==> config.mk <==
export PLATFORM = sky130hd
export DESIGN_NAME = rv_ctrl_top
export DESIGN_NICKNAME = d
export VERILOG_FILES = /design/src/rv_ctrl_sig_pkg.sv /design/src/rv_isa_pkg.sv /design/src/exec_sequencer.sv /design/src/instr_classifier.sv /design/src/instr_sequencer.sv /design/src/rv_ctrl_top.sv
export SDC_FILE = /design/constraint.sdc
export NUM_CORES = 1
export LEC_CHECK = 0
export BUFFER_PORTS_ARGS = -buffer_cell sky130_fd_sc_hd__buf_2
export CORE_AREA = 2 2 56 58
export CTS_CLUSTER_DIAMETER = 40
export CTS_CLUSTER_SIZE = 24
export DETAILED_ROUTE_END_ITERATION = 10
export DIE_AREA = 0 0 58 60
export PLACE_DENSITY_LB_ADDON = 0.25
export SYNTH_ARGS = -nofsm -noshare
export SYNTH_HDL_FRONTEND = slang
export SYNTH_SLANG_ARGS = --single-unit
==> constraint.sdc <==
create_clock -name clk -period 1.4 [get_ports clk]
set_input_delay 0.28 -clock clk [delete_from_list [all_inputs] [get_ports clk]]
set_output_delay 0.28 -clock clk [all_outputs]
set_load 0.02 [all_outputs]
==> src/rv_ctrl_sig_pkg.sv <==
package rv_ctrl_sig_pkg;

    //////////////////////////////
    // Next-PC select
    //////////////////////////////

    typedef logic [1:0] pc_sel_t;

    localparam pc_sel_t PC_PLUS4  = 2'd0;  // Sequential step
    localparam pc_sel_t PC_BRANCH = 2'd1;  // PC plus B-immediate
    localparam pc_sel_t PC_JAL    = 2'd2;  // PC plus J-immediate
    localparam pc_sel_t PC_JALR   = 2'd3;  // rs1 plus I-immediate

    //////////////////////////////
    // Register write-back select
    //////////////////////////////

    typedef logic [1:0] wb_sel_t;

    localparam wb_sel_t WB_ALU  = 2'd0;
    localparam wb_sel_t WB_MEM  = 2'd1;
    localparam wb_sel_t WB_LINK = 2'd2;  // Return address PC+4

    // Memory access size
    typedef logic [1:0] mem_size_t;

    localparam mem_size_t SIZE_BYTE = 2'd0;
    localparam mem_size_t SIZE_HALF = 2'd1;
    localparam mem_size_t SIZE_WORD = 2'd2;

    // Select values held while reset is asserted
    localparam pc_sel_t PC_SEL_RST = PC_PLUS4;
    localparam wb_sel_t WB_SEL_RST = WB_ALU;

endpackage

==> src/rv_isa_pkg.sv <==
package rv_isa_pkg;

    //////////////////////////////
    // Major opcode field, bits 6:0
    //////////////////////////////

    typedef logic [6:0] opcode_t;

    localparam opcode_t OP_RTYPE  = 7'b0110011;  // ADD, SUB, AND, ...
    localparam opcode_t OP_ITYPE  = 7'b0010011;  // ADDI, ANDI, SLLI, ...
    localparam opcode_t OP_LOAD   = 7'b0000011;
    localparam opcode_t OP_STORE  = 7'b0100011;
    localparam opcode_t OP_BRANCH = 7'b1100011;
    localparam opcode_t OP_JAL    = 7'b1101111;
    localparam opcode_t OP_JALR   = 7'b1100111;
    localparam opcode_t OP_LUI    = 7'b0110111;
    localparam opcode_t OP_AUIPC  = 7'b0010111;

    //////////////////////////////
    // Minor opcode field, bits 14:12
    //////////////////////////////

    typedef logic [2:0] funct3_t;

    // Size codes shared by loads and stores
    localparam funct3_t F3_BYTE   = 3'b000;
    localparam funct3_t F3_HALF   = 3'b001;
    localparam funct3_t F3_WORD   = 3'b010;
    localparam funct3_t F3_BYTE_U = 3'b100;  // Loads only
    localparam funct3_t F3_HALF_U = 3'b101;  // Loads only

    //////////////////////////////
    // Instruction classes
    //////////////////////////////

    // LUI and AUIPC fold into CLS_I
    typedef enum logic [2:0]
    {
        CLS_R,
        CLS_I,
        CLS_LOAD,
        CLS_STORE,
        CLS_BRANCH,
        CLS_JAL,
        CLS_JALR,
        CLS_ILLEGAL
    } instr_class_t;

endpackage
==> src/exec_sequencer.sv <==
module exec_sequencer
    import rv_isa_pkg::*;
    import rv_ctrl_sig_pkg::*;
(
    input  logic         clk,
    input  logic         reset,
    input  logic         class_valid,
    input  instr_class_t instr_class,
    input  mem_size_t    mem_size,
    input  logic         comparator,  // Branch condition from the datapath
    output logic         pc_en,
    output pc_sel_t      pc_select,
    output logic         alu_src,     // 1 selects the immediate for ALU input b
    output logic         reg_write,
    output wb_sel_t      wb_select,
    output logic         is_byte,
    output logic         is_half,
    output logic         is_word,
    output logic         mem_read,
    output logic         mem_write,
    output logic         exec_done,
    output logic         illegal
);

    typedef enum logic [1:0]
    {
        IDLE,
        STEP1,
        STEP2,
        DONE
    } exec_state_t;

    exec_state_t state;
    exec_state_t state_next;

    logic    pc_en_next;
    pc_sel_t pc_select_next;
    logic    alu_src_next;
    logic    reg_write_next;
    wb_sel_t wb_select_next;
    logic    mem_read_next;
    logic    mem_write_next;
    logic    mem_access;
    logic    exec_done_next;
    logic    illegal_next;

    //////////////////////////////
    // Step decode
    //////////////////////////////

    // Values computed here appear on the outputs one edge later
    always_comb
    begin
        state_next     = state;
        pc_en_next     = 1'b0;
        pc_select_next = PC_PLUS4;
        alu_src_next   = 1'b0;
        reg_write_next = 1'b0;
        wb_select_next = WB_ALU;
        mem_read_next  = 1'b0;
        mem_write_next = 1'b0;
        exec_done_next = 1'b0;
        illegal_next   = 1'b0;

        case (state)
            IDLE:
            begin
                if (class_valid)
                begin
                    state_next = STEP1;

                    // First step of each class
                    case (instr_class)
                        CLS_R:
                            reg_write_next = 1'b1;
                        CLS_I:
                        begin
                            reg_write_next = 1'b1;
                            alu_src_next   = 1'b1;
                        end
                        CLS_LOAD:
                        begin
                            mem_read_next  = 1'b1;
                            alu_src_next   = 1'b1;  // Base plus offset
                            wb_select_next = WB_MEM;
                        end
                        CLS_STORE:
                        begin
                            mem_write_next = 1'b1;
                            alu_src_next   = 1'b1;
                        end
                        CLS_BRANCH:
                        begin
                            // Comparator is stable since the fetch
                            pc_en_next     = comparator;
                            pc_select_next = comparator ? PC_BRANCH : PC_PLUS4;
                        end
                        CLS_JAL, CLS_JALR:
                        begin
                            reg_write_next = 1'b1;
                            pc_en_next     = 1'b1;
                            wb_select_next = WB_LINK;
                            alu_src_next   = (instr_class == CLS_JALR);
                            pc_select_next = (instr_class == CLS_JALR) ? PC_JALR : PC_JAL;
                        end
                        default:
                        begin
                            // No steps, straight to completion
                            state_next     = DONE;
                            exec_done_next = 1'b1;
                            illegal_next   = 1'b1;
                        end
                    endcase
                end
            end

            STEP1:
            begin
                if (instr_class == CLS_LOAD)
                begin
                    state_next     = STEP2;
                    reg_write_next = 1'b1;  // Write the loaded data back
                    alu_src_next   = 1'b1;
                    wb_select_next = WB_MEM;
                end
                else
                begin
                    state_next     = DONE;
                    exec_done_next = 1'b1;
                end
            end

            STEP2:
            begin
                state_next     = DONE;
                exec_done_next = 1'b1;
            end

            DONE:
                state_next = IDLE;

            default:
                state_next = IDLE;
        endcase
    end

    assign mem_access = mem_read_next | mem_write_next;

    always_ff @(posedge clk or posedge reset)
    begin
        if (reset)
        begin
            state     <= IDLE;
            pc_en     <= 1'b0;
            pc_select <= PC_SEL_RST;
            alu_src   <= 1'b0;
            reg_write <= 1'b0;
            wb_select <= WB_SEL_RST;
            is_byte   <= 1'b0;
            is_half   <= 1'b0;
            is_word   <= 1'b0;
            mem_read  <= 1'b0;
            mem_write <= 1'b0;
            exec_done <= 1'b0;
            illegal   <= 1'b0;
        end
        else
        begin
            state     <= state_next;
            pc_en     <= pc_en_next;
            pc_select <= pc_select_next;
            alu_src   <= alu_src_next;
            reg_write <= reg_write_next;
            wb_select <= wb_select_next;
            is_byte   <= mem_access && (mem_size == SIZE_BYTE);  // One-hot size strobes
            is_half   <= mem_access && (mem_size == SIZE_HALF);
            is_word   <= mem_access && (mem_size == SIZE_WORD);
            mem_read  <= mem_read_next;
            mem_write <= mem_write_next;
            exec_done <= exec_done_next;
            illegal   <= illegal_next;
        end
    end

    //////////////////////////////
    // Memory strobe checks
    //////////////////////////////

    size_onehot: assert property (@(posedge clk) disable iff (reset)
        $onehot0({is_byte, is_half, is_word}))
        else $error("more than one size strobe high");

    size_with_access: assert property (@(posedge clk) disable iff (reset)
        (is_byte || is_half || is_word) |-> (mem_read || mem_write))
        else $error("size strobe without a memory access");

    read_write_exclusive: assert property (@(posedge clk) disable iff (reset)
        !(mem_read && mem_write))
        else $error("mem_read and mem_write high together");

endmodule

==> src/instr_classifier.sv <==
module instr_classifier
    import rv_isa_pkg::*;
    import rv_ctrl_sig_pkg::*;
(
    input  logic         clk,
    input  logic         reset,
    input  logic         decode_start,
    input  opcode_t      opcode,
    input  funct3_t      funct3,
    output logic         class_valid,
    output instr_class_t instr_class,  // Held until the next decode_start
    output mem_size_t    mem_size
);

    instr_class_t class_next;
    mem_size_t    size_next;

    //////////////////////////////
    // Opcode and size decode
    //////////////////////////////

    always_comb
    begin
        class_next = CLS_ILLEGAL;
        size_next  = SIZE_WORD;  // Don't care outside loads and stores

        case (opcode)
            OP_RTYPE:                   class_next = CLS_R;
            OP_ITYPE, OP_LUI, OP_AUIPC: class_next = CLS_I;
            OP_BRANCH:                  class_next = CLS_BRANCH;
            OP_JAL:                     class_next = CLS_JAL;
            OP_JALR:                    class_next = CLS_JALR;

            OP_LOAD:
            begin
                // Signed and unsigned loads share a size
                case (funct3)
                    F3_BYTE, F3_BYTE_U:
                    begin
                        class_next = CLS_LOAD;
                        size_next  = SIZE_BYTE;
                    end
                    F3_HALF, F3_HALF_U:
                    begin
                        class_next = CLS_LOAD;
                        size_next  = SIZE_HALF;
                    end
                    F3_WORD:
                        class_next = CLS_LOAD;
                    default:
                        class_next = CLS_ILLEGAL;
                endcase
            end

            OP_STORE:
            begin
                case (funct3)
                    F3_BYTE:
                    begin
                        class_next = CLS_STORE;
                        size_next  = SIZE_BYTE;
                    end
                    F3_HALF:
                    begin
                        class_next = CLS_STORE;
                        size_next  = SIZE_HALF;
                    end
                    F3_WORD:
                        class_next = CLS_STORE;
                    default:
                        class_next = CLS_ILLEGAL;
                endcase
            end

            default:
                class_next = CLS_ILLEGAL;  // Unknown opcode
        endcase
    end

    always_ff @(posedge clk or posedge reset)
    begin
        if (reset)
            class_valid <= 1'b0;
        else
            class_valid <= decode_start;
    end

    always_ff @(posedge clk)
    begin
        if (decode_start)
        begin
            instr_class <= class_next;
            mem_size    <= size_next;
        end
    end

    valid_follows_start: assert property (@(posedge clk) disable iff (reset)
        class_valid |-> $past(decode_start))
        else $error("class_valid without decode_start one cycle earlier");

endmodule

==> src/instr_sequencer.sv <==
module instr_sequencer
    import rv_ctrl_sig_pkg::*;
(
    input  logic    clk,
    input  logic    reset,
    input  logic    go,            // Start or continue execution
    input  logic    exec_done,     // Execution phase finished
    output logic    ir_en,         // Load instruction register
    output logic    pc_en,         // Sequential PC update
    output pc_sel_t pc_select,
    output logic    decode_start,  // Kick the classifier
    output logic    instr_done
);

    typedef enum logic [2:0]
    {
        IDLE,
        FETCH,
        PC_STEP,
        DECODE,
        WAIT_EXEC
    } seq_state_t;

    seq_state_t state;

    //////////////////////////////
    // Front-end phase FSM
    //////////////////////////////

    // Strobes are registered so each one lines up with its state
    always_ff @(posedge clk or posedge reset)
    begin
        if (reset)
        begin
            state        <= IDLE;
            ir_en        <= 1'b0;
            pc_en        <= 1'b0;
            decode_start <= 1'b0;
        end
        else
        begin
            ir_en        <= 1'b0;
            pc_en        <= 1'b0;
            decode_start <= 1'b0;

            case (state)
                IDLE:
                begin
                    if (go)
                    begin
                        state <= FETCH;
                        ir_en <= 1'b1;
                    end
                end

                FETCH:
                begin
                    state <= PC_STEP;
                    pc_en <= 1'b1;  // PC+4 right after the fetch
                end

                PC_STEP:
                begin
                    state        <= DECODE;
                    decode_start <= 1'b1;
                end

                DECODE:
                    state <= WAIT_EXEC;

                WAIT_EXEC:
                begin
                    // Back-to-back issue when go is still high
                    if (exec_done)
                    begin
                        if (go)
                        begin
                            state <= FETCH;
                            ir_en <= 1'b1;
                        end
                        else
                            state <= IDLE;
                    end
                end

                default:
                    state <= IDLE;
            endcase
        end
    end

    // Completion lines up with the execution side's done pulse
    assign instr_done = (state == WAIT_EXEC) && exec_done;

    // The front end only ever takes the sequential step
    assign pc_select = PC_PLUS4;

    // Fetch and PC step are separate phases of the same instruction
    fetch_pc_exclusive: assert property (@(posedge clk) disable iff (reset)
        !(ir_en && pc_en))
        else $error("ir_en and pc_en high in the same cycle");

endmodule

==> src/rv_ctrl_top.sv <==
module rv_ctrl_top
    import rv_isa_pkg::*;
    import rv_ctrl_sig_pkg::*;
(
    input  logic    clk,
    input  logic    reset,
    input  logic    go,
    input  opcode_t opcode,
    input  funct3_t funct3,
    input  logic    comparator,
    output logic    ir_en,
    output logic    pc_en,
    output pc_sel_t pc_select,
    output logic    alu_src,
    output logic    reg_write,
    output wb_sel_t wb_select,
    output logic    is_byte,
    output logic    is_half,
    output logic    is_word,
    output logic    mem_read,
    output logic    mem_write,
    output logic    instr_done,
    output logic    illegal
);

    logic         decode_start;
    logic         class_valid;
    instr_class_t instr_class;
    mem_size_t    mem_size;
    logic         exec_done;

    logic    seq_pc_en;      // PC step phase
    pc_sel_t seq_pc_select;
    logic    exec_pc_en;     // Branch and jump steps
    pc_sel_t exec_pc_select;

    instr_sequencer u_instr_sequencer (
        .clk          (clk),
        .reset        (reset),
        .go           (go),
        .exec_done    (exec_done),
        .ir_en        (ir_en),
        .pc_en        (seq_pc_en),
        .pc_select    (seq_pc_select),
        .decode_start (decode_start),
        .instr_done   (instr_done)
    );

    instr_classifier u_instr_classifier (
        .clk          (clk),
        .reset        (reset),
        .decode_start (decode_start),
        .opcode       (opcode),
        .funct3       (funct3),
        .class_valid  (class_valid),
        .instr_class  (instr_class),
        .mem_size     (mem_size)
    );

    exec_sequencer u_exec_sequencer (
        .clk         (clk),
        .reset       (reset),
        .class_valid (class_valid),
        .instr_class (instr_class),
        .mem_size    (mem_size),
        .comparator  (comparator),
        .pc_en       (exec_pc_en),
        .pc_select   (exec_pc_select),
        .alu_src     (alu_src),
        .reg_write   (reg_write),
        .wb_select   (wb_select),
        .is_byte     (is_byte),
        .is_half     (is_half),
        .is_word     (is_word),
        .mem_read    (mem_read),
        .mem_write   (mem_write),
        .exec_done   (exec_done),
        .illegal     (illegal)
    );

    // The two PC owners are active in different phases
    assign pc_en     = seq_pc_en | exec_pc_en;
    assign pc_select = exec_pc_en ? exec_pc_select : seq_pc_select;

endmodule

Word level (Yosys, flattened, before mapping)
Index checks and enable logic that the tools add are counted.
{ "totals": {"in_bits": 14, "regBits": 28, "output_inout_bits": 15, "word_cells": 121} }
{ "op_classes": {"reduce_logical": 19, "muxes": 49, "n_eq_ne": 31, "bitwise": 2} }
{ "op_table": {"columns": ["op", "n"], "rows": [
  ["$mux 1", 24],
  ["$pmux 2 s2", 6],
  ["$eq 7x6->1 const B", 3],
  ["$eq 7x7->1 const B", 3],
  ["$pmux 3 s7", 1],
  ["$eq 3x3->1 const B", 6],
  ["$eq 3x2->1 const B", 5],
  ["$pmux 3 s5", 1],
  ["$eq 7x5->1 const B", 2],
  ["$mux 2", 6],
  ["$mux 3", 4],
  ["$pmux 1 s2", 5],
  ["$eq 3x1->1 const B", 3],
  ["$logic_not 3->1", 3],
  ["$reduce_or 3->1", 3],
  ["$pmux 2 s4", 1],
  ["$eq 7x2->1 const B", 1],
  ["$reduce_or 7->1", 1],
  ["$eq 2x2->1 const B", 3],
  ["$reduce_or 2->1", 3],
  ["$reduce_or 5->1", 1],
  ["$eq 2x1->1 const B", 2],
  ["$logic_and 1x1->1", 4],
  ["$logic_not 2->1", 2],
  ["other kinds (6)", 8]
]} }

Longest topological paths before layout
{ "logic_depth": {"depth_word": 6, "mapped_depth": 5} }

Hierarchy
A second synthesis with hierarchy kept.
{ "hier_totals": {"hier_cells": 121, "hier_area_um2": 1382.6} }
{ "modules_own_cells": {"columns": ["mod", "instances", "seq_area_each_um2", "area_each_um2", "cells_per_inst"], "rows": [
  ["exec_sequencer", 1, 400.4, 747.0, 63],
  ["instr_classifier", 1, 175.2, 327.8, 31],
  ["instr_sequencer", 1, 150.1, 279.0, 24],
  ["rv_ctrl_top", 1, 0.0, 28.8, 3]
]} }

Worst setup path before layout
OpenSTA, ideal clock, no wires.
{ "synth_path": {"path_type": "reg2reg", "startpoint": "register u_exec_sequencer.state[0]", "endpoint": "register u_exec_sequencer.exec_done", "path_slack_ns": 0.070, "stages_incl_launch_ff": 6, "t_arrival_ns": 1.252, "required_ns": 1.323, "period_less_slack_ns": 1.330, "cell_sequence": "dfrtp_1 inv_1 ha_1 nand3_1 or2_2 a21oi_1"} }
{ "synth_between": {"elab_chain_len": 2, "word_cells_on_any_way": 4, "classes_between": "eq/ne: 2; mux: 1; reduce/logical: 1"} }
{ "synth_lines": {"columns": ["element", "line", "text"], "rows": [
  ["start, declared", "exec_sequencer.sv:33", "exec_state_t state;"],
  ["start signal, assigned", "exec_sequencer.sv:169", "state <= state_next;"],
  ["$eq 2x2->1 (tied with other cells)", "exec_sequencer.sv:65", "case (state)"],
  ["$pmux 1 s3 *", "exec_sequencer.sv:65", null],
  ["net u_exec_sequencer.exec_done_next", "exec_sequencer.sv:44", "logic exec_done_next;"],
  ["end signal, assigned", "exec_sequencer.sv:180", "exec_done <= exec_done_next;"],
  ["end, declared", "exec_sequencer.sv:21", "output logic exec_done,"]
]} }
The timed path passes the listed nets; every way through them passes the cells marked *.
A chain may end at the register's enable or synchronous reset.

Worst setup path in the final report
{ "layout_path": {"startpoint": "register u_instr_sequencer.state[0]", "endpoint": "output instr_done"} }
{ "layout_between": {"elab_chain_len": 2} }
{ "layout_lines": {"columns": ["element", "line", "text"], "rows": [
  ["start, declared", "instr_sequencer.sv:24", "seq_state_t state;"],
  ["start signal, assigned", "instr_sequencer.sv:35", "state <= IDLE;"],
  ["start signal, assigned", "instr_sequencer.sv:51", "state <= FETCH;"],
  ["start signal, assigned", "instr_sequencer.sv:58", "state <= PC_STEP;"],
  ["$eq 3x3->1", "instr_sequencer.sv:93", "assign instr_done = (state == WAIT_EXEC) && exec_done;"],
  ["$logic_and 1x1->1", "instr_sequencer.sv:93", null],
  ["end, declared", "rv_ctrl_top.sv:22", "output logic instr_done,"]
]} }
Every way passes these cells.

==> impl_results.md <==
- R2R Setup Slk: 0.08 ns
- Final Critical Period: ~1.4 ns
- Reg2reg start: u_exec_sequencer.state[0]
- CP Class: reg -> out
- Fmax: around 700 MHz
- Failing checks: negative setup slack
- Initial core utilization: a little over two fifths
- Synth Area in Adders: between 4 and 5%
- WL/cell: between 10 and 15 um
- R2R depth: 5
- Cells after Synth: 110
- Std-Cell Rows: 20
- Vias in the first global route: 921
- Hold path cells: 2
- Routed vias: 933
- DR DRC count: 0
- GRT Util Overall: between 10% and 20%
- Routed WL: 2.18 mm
- Count leader, synth: dfrtp_1
- Number of I/O port buffers: 28
- Combinational share of power: a little over a third
- Synth Area per Inst: around 11 um2
- Clock slew at the register clock pins of the worst setup and hold paths: between 0.1 and 0.15 ns
- Layout cells sized above 1: a little under two fifths
- Largest family of logic cells by synthesized area: simple AND/OR/NAND/NOR gates
- DP HPWL: about 1.6 mm
- CTS tree: yes
- Largest area contributor in the netlist: dfrtp_1
- Hold Vio Cnt, Final: 0
- Clock Skew: 0.00273 ns
- Int Power: 1.53 mW
- Status: complete, but fails checks
- Clock latency on the worst-skew pair: approximately 0.32 ns
- Largest net degree at the start of global routing: 24
- Final ANT Viol Nets: 0
- Die area: between 3000 and 4000 um2
- Final period util: 102%
- Drt pass-1 iters: 2
- Pwr per Cell Area: roughly 1500 nW/um2
- CTS Buffer Depth: 2
- CTS sink count: 28
- Core footprint: just under 3000 um2
- CP arrival: 1.15 ns
- Post-Layout Cell Count: between 150 and 200
- Top cells by area, synth: dfrtp_1, edfxtp_1, ha_1
- Synth warn: 0
- Top cells by count, synth: dfrtp_1, nor2_1, a21oi_1, inv_1, nor3b_1
- CTS Buf Count: 3
- Crit Path Max Fanout: 2
- Sequential Power Share: between 40% and 50%
- Post-synthesis simple-gate area fraction: about a quarter
- Iter 0 DRT Violations: 7
- Die height: around 60 um
- Worst hold slack: ~0.21 ns
- NumNets Final: 172
- Post-Syn Area: between 1000 and 1500 um2
- Routed vias/inst: 5.02
- Yosys top cell area share: between 40% and 50%
- Setup crit end kind: output port
- Clk network pwr share: roughly 14%
- RR Endpoint: u_exec_sequencer.is_word
- Antenna diode count: 0
- Number of synthesized flops with an enable pin: 5
- Sw Ratio: about 34%
- Post-synthesis compound-gate area fraction: 9.44%
- Synth Register Bits: 28
- Final worst slack: -0.0318 ns
- CP Launch Type: flop
- I/O Pins: 29
- Routability cong.: roughly 0.76
- H-tree depth: 1
- First-pass GRT wire length: between 3 and 4 mm
- WHS Endpoint: u_instr_sequencer.ir_en
- Psw: slightly below 0.8 mW
- Syn-to-layout area delta: 28.5%
- Async SR Flop Fraction: 82.1%
- Main synth FF type: dfrtp_1
- Slew Viols, Final: 0
- Maxcap violations: 0
- Initial antenna violation count: 0
- # placed instances: 178
- Root buf cell: clkbuf_4
- Congestion Overflow GR: 0
- Die width: between 50 and 60 um
- Setup violations, final: 1
- Xor/xnor share of the synthesized area: 0%
- Hold path start: go
- Synth Net Count: approximately 130
- Peak supply drop: 965 uV
- Relative slew slack: 77.9%
- Yosys cell types: 30
- RSZ-0062 raised after global routing: yes
- Slew @ Worst Pin: 0.331 ns
- Post-synthesis mux area share: 0.812%
- Sequential share of the synthesized area: about three fifths
- P_leak: between 0.7 and 0.8 nW
- Worst Hold Class: in -> reg
- Worst slack, placed: 0.0207 ns
- WP data required: approximately 1.1 ns
-- metrics by stage --
stage          TNS, ns  utilization [%]  total power, mW  cell area, um2
2_1_floorplan        0                -             1.59            1230
3_3_place_gp         0             50.5             1.78            1470
3_5_place_dp         0             50.5             1.81            1470
4_1_cts        -0.0425             52.9             2.22            1540
5_1_grt         -0.117             54.6             2.48            1580
6_report       -0.0318             54.6             2.31            1580
-- routing by layer --
metal / share of wire [%] / global-route usage (%) / vias up
met5: 0 / 0 / -
met2: 53 / 26.6 / 22
met1: 41 / 15.1 / 434
met4: 1.2 / 8.31 / 0
li1: - / - / 475
met3: 4.4 / 2.81 / 2
-- cell type report --
class | count | area [um2]
clock inverter | 1 | 3.75
multi-input combinational | 75 | 527
tap | 33 | 41.3
clock buffer | 3 | 22.5
timing repair buffer | 39 | 238
fill | 255 | 1320
inverter | 7 | 26.3
sequential | 28 | 726
-- kinds of logic after synthesis --
logic type,Yosys count
multiplexers,1
AND/OR/NAND/NOR,51
AO/OA/AOI/OAI,19
flip-flops,28
buffers and inverters,7
adder cells (fa/ha/maj),4
-- critical path, stage by stage, from the launching register on --
cell     delay, ns
dfrtp_1       0.41
nor2_1        0.13
and3_1        0.18
buf_6         0.12
-- power by group through the flow --
stage                     registers [mW]  logic (mW)  clock network, mW
final                               1.15       0.840              0.328
after global routing                1.17       0.937              0.374
after CTS                           1.14       0.745              0.336
after detailed placement            1.18       0.636                  0
after global placement              1.17       0.608                  0
after floorplan                     1.19       0.406                  0
-- registers in the layout, summed over array words and instances, names as in the netlist, 2 cells and up --
signal,cells
u_instr_classifier.mem_size,2
u_instr_classifier.instr_class,3
u_exec_sequencer.wb_select,2
u_exec_sequencer.state,2
u_exec_sequencer.pc_select,2
u_instr_sequencer.state,3
-- worst max-delay path by stage --
stage	start	end	slack, ns
2_1_floorplan	u_exec_sequencer.state[0]	u_exec_sequencer.exec_done	0.07
3_3_place_gp	opcode[2]	u_instr_classifier.mem_size[1]	0.05
3_5_place_dp	u_exec_sequencer.state[0]	u_exec_sequencer.is_word	0.02
4_1_cts	u_instr_sequencer.state[1]	instr_done	-0.04
5_1_grt	u_instr_sequencer.state[0]	instr_done	-0.10
6_report	u_instr_sequencer.state[0]	instr_done	-0.03
-- layout by cell type, fill, tap and decap left out, drive strengths merged, types with 3 or more instances in the layout --
cell type / Yosys / final
clkbuf: 0 / 3
buf: 0 / 38
nor2b: 3 / 3
ha: 4 / 4
inv: 7 / 7
nand2: 5 / 5
nand3b: 4 / 4
a21oi: 7 / 7
dfrtp: 23 / 23
o21ai: 5 / 5
and2: 3 / 3
nand2b: 4 / 4
edfxtp: 5 / 5
or2: 4 / 4
nor3: 4 / 4
nor2: 10 / 10
nor3b: 6 / 6
-- repair_timing --
action                     in CTS  in global routing
setup endpoints to repair       4                  9
resized for setup               6                 10
hold endpoints to repair       23                  0
setup buffers                   2                  1
hold buffers                    1                  0
gates cloned                    0                  0
pin swaps                       1                  4
No activity file was read; power rests on OpenSTA's default activity.
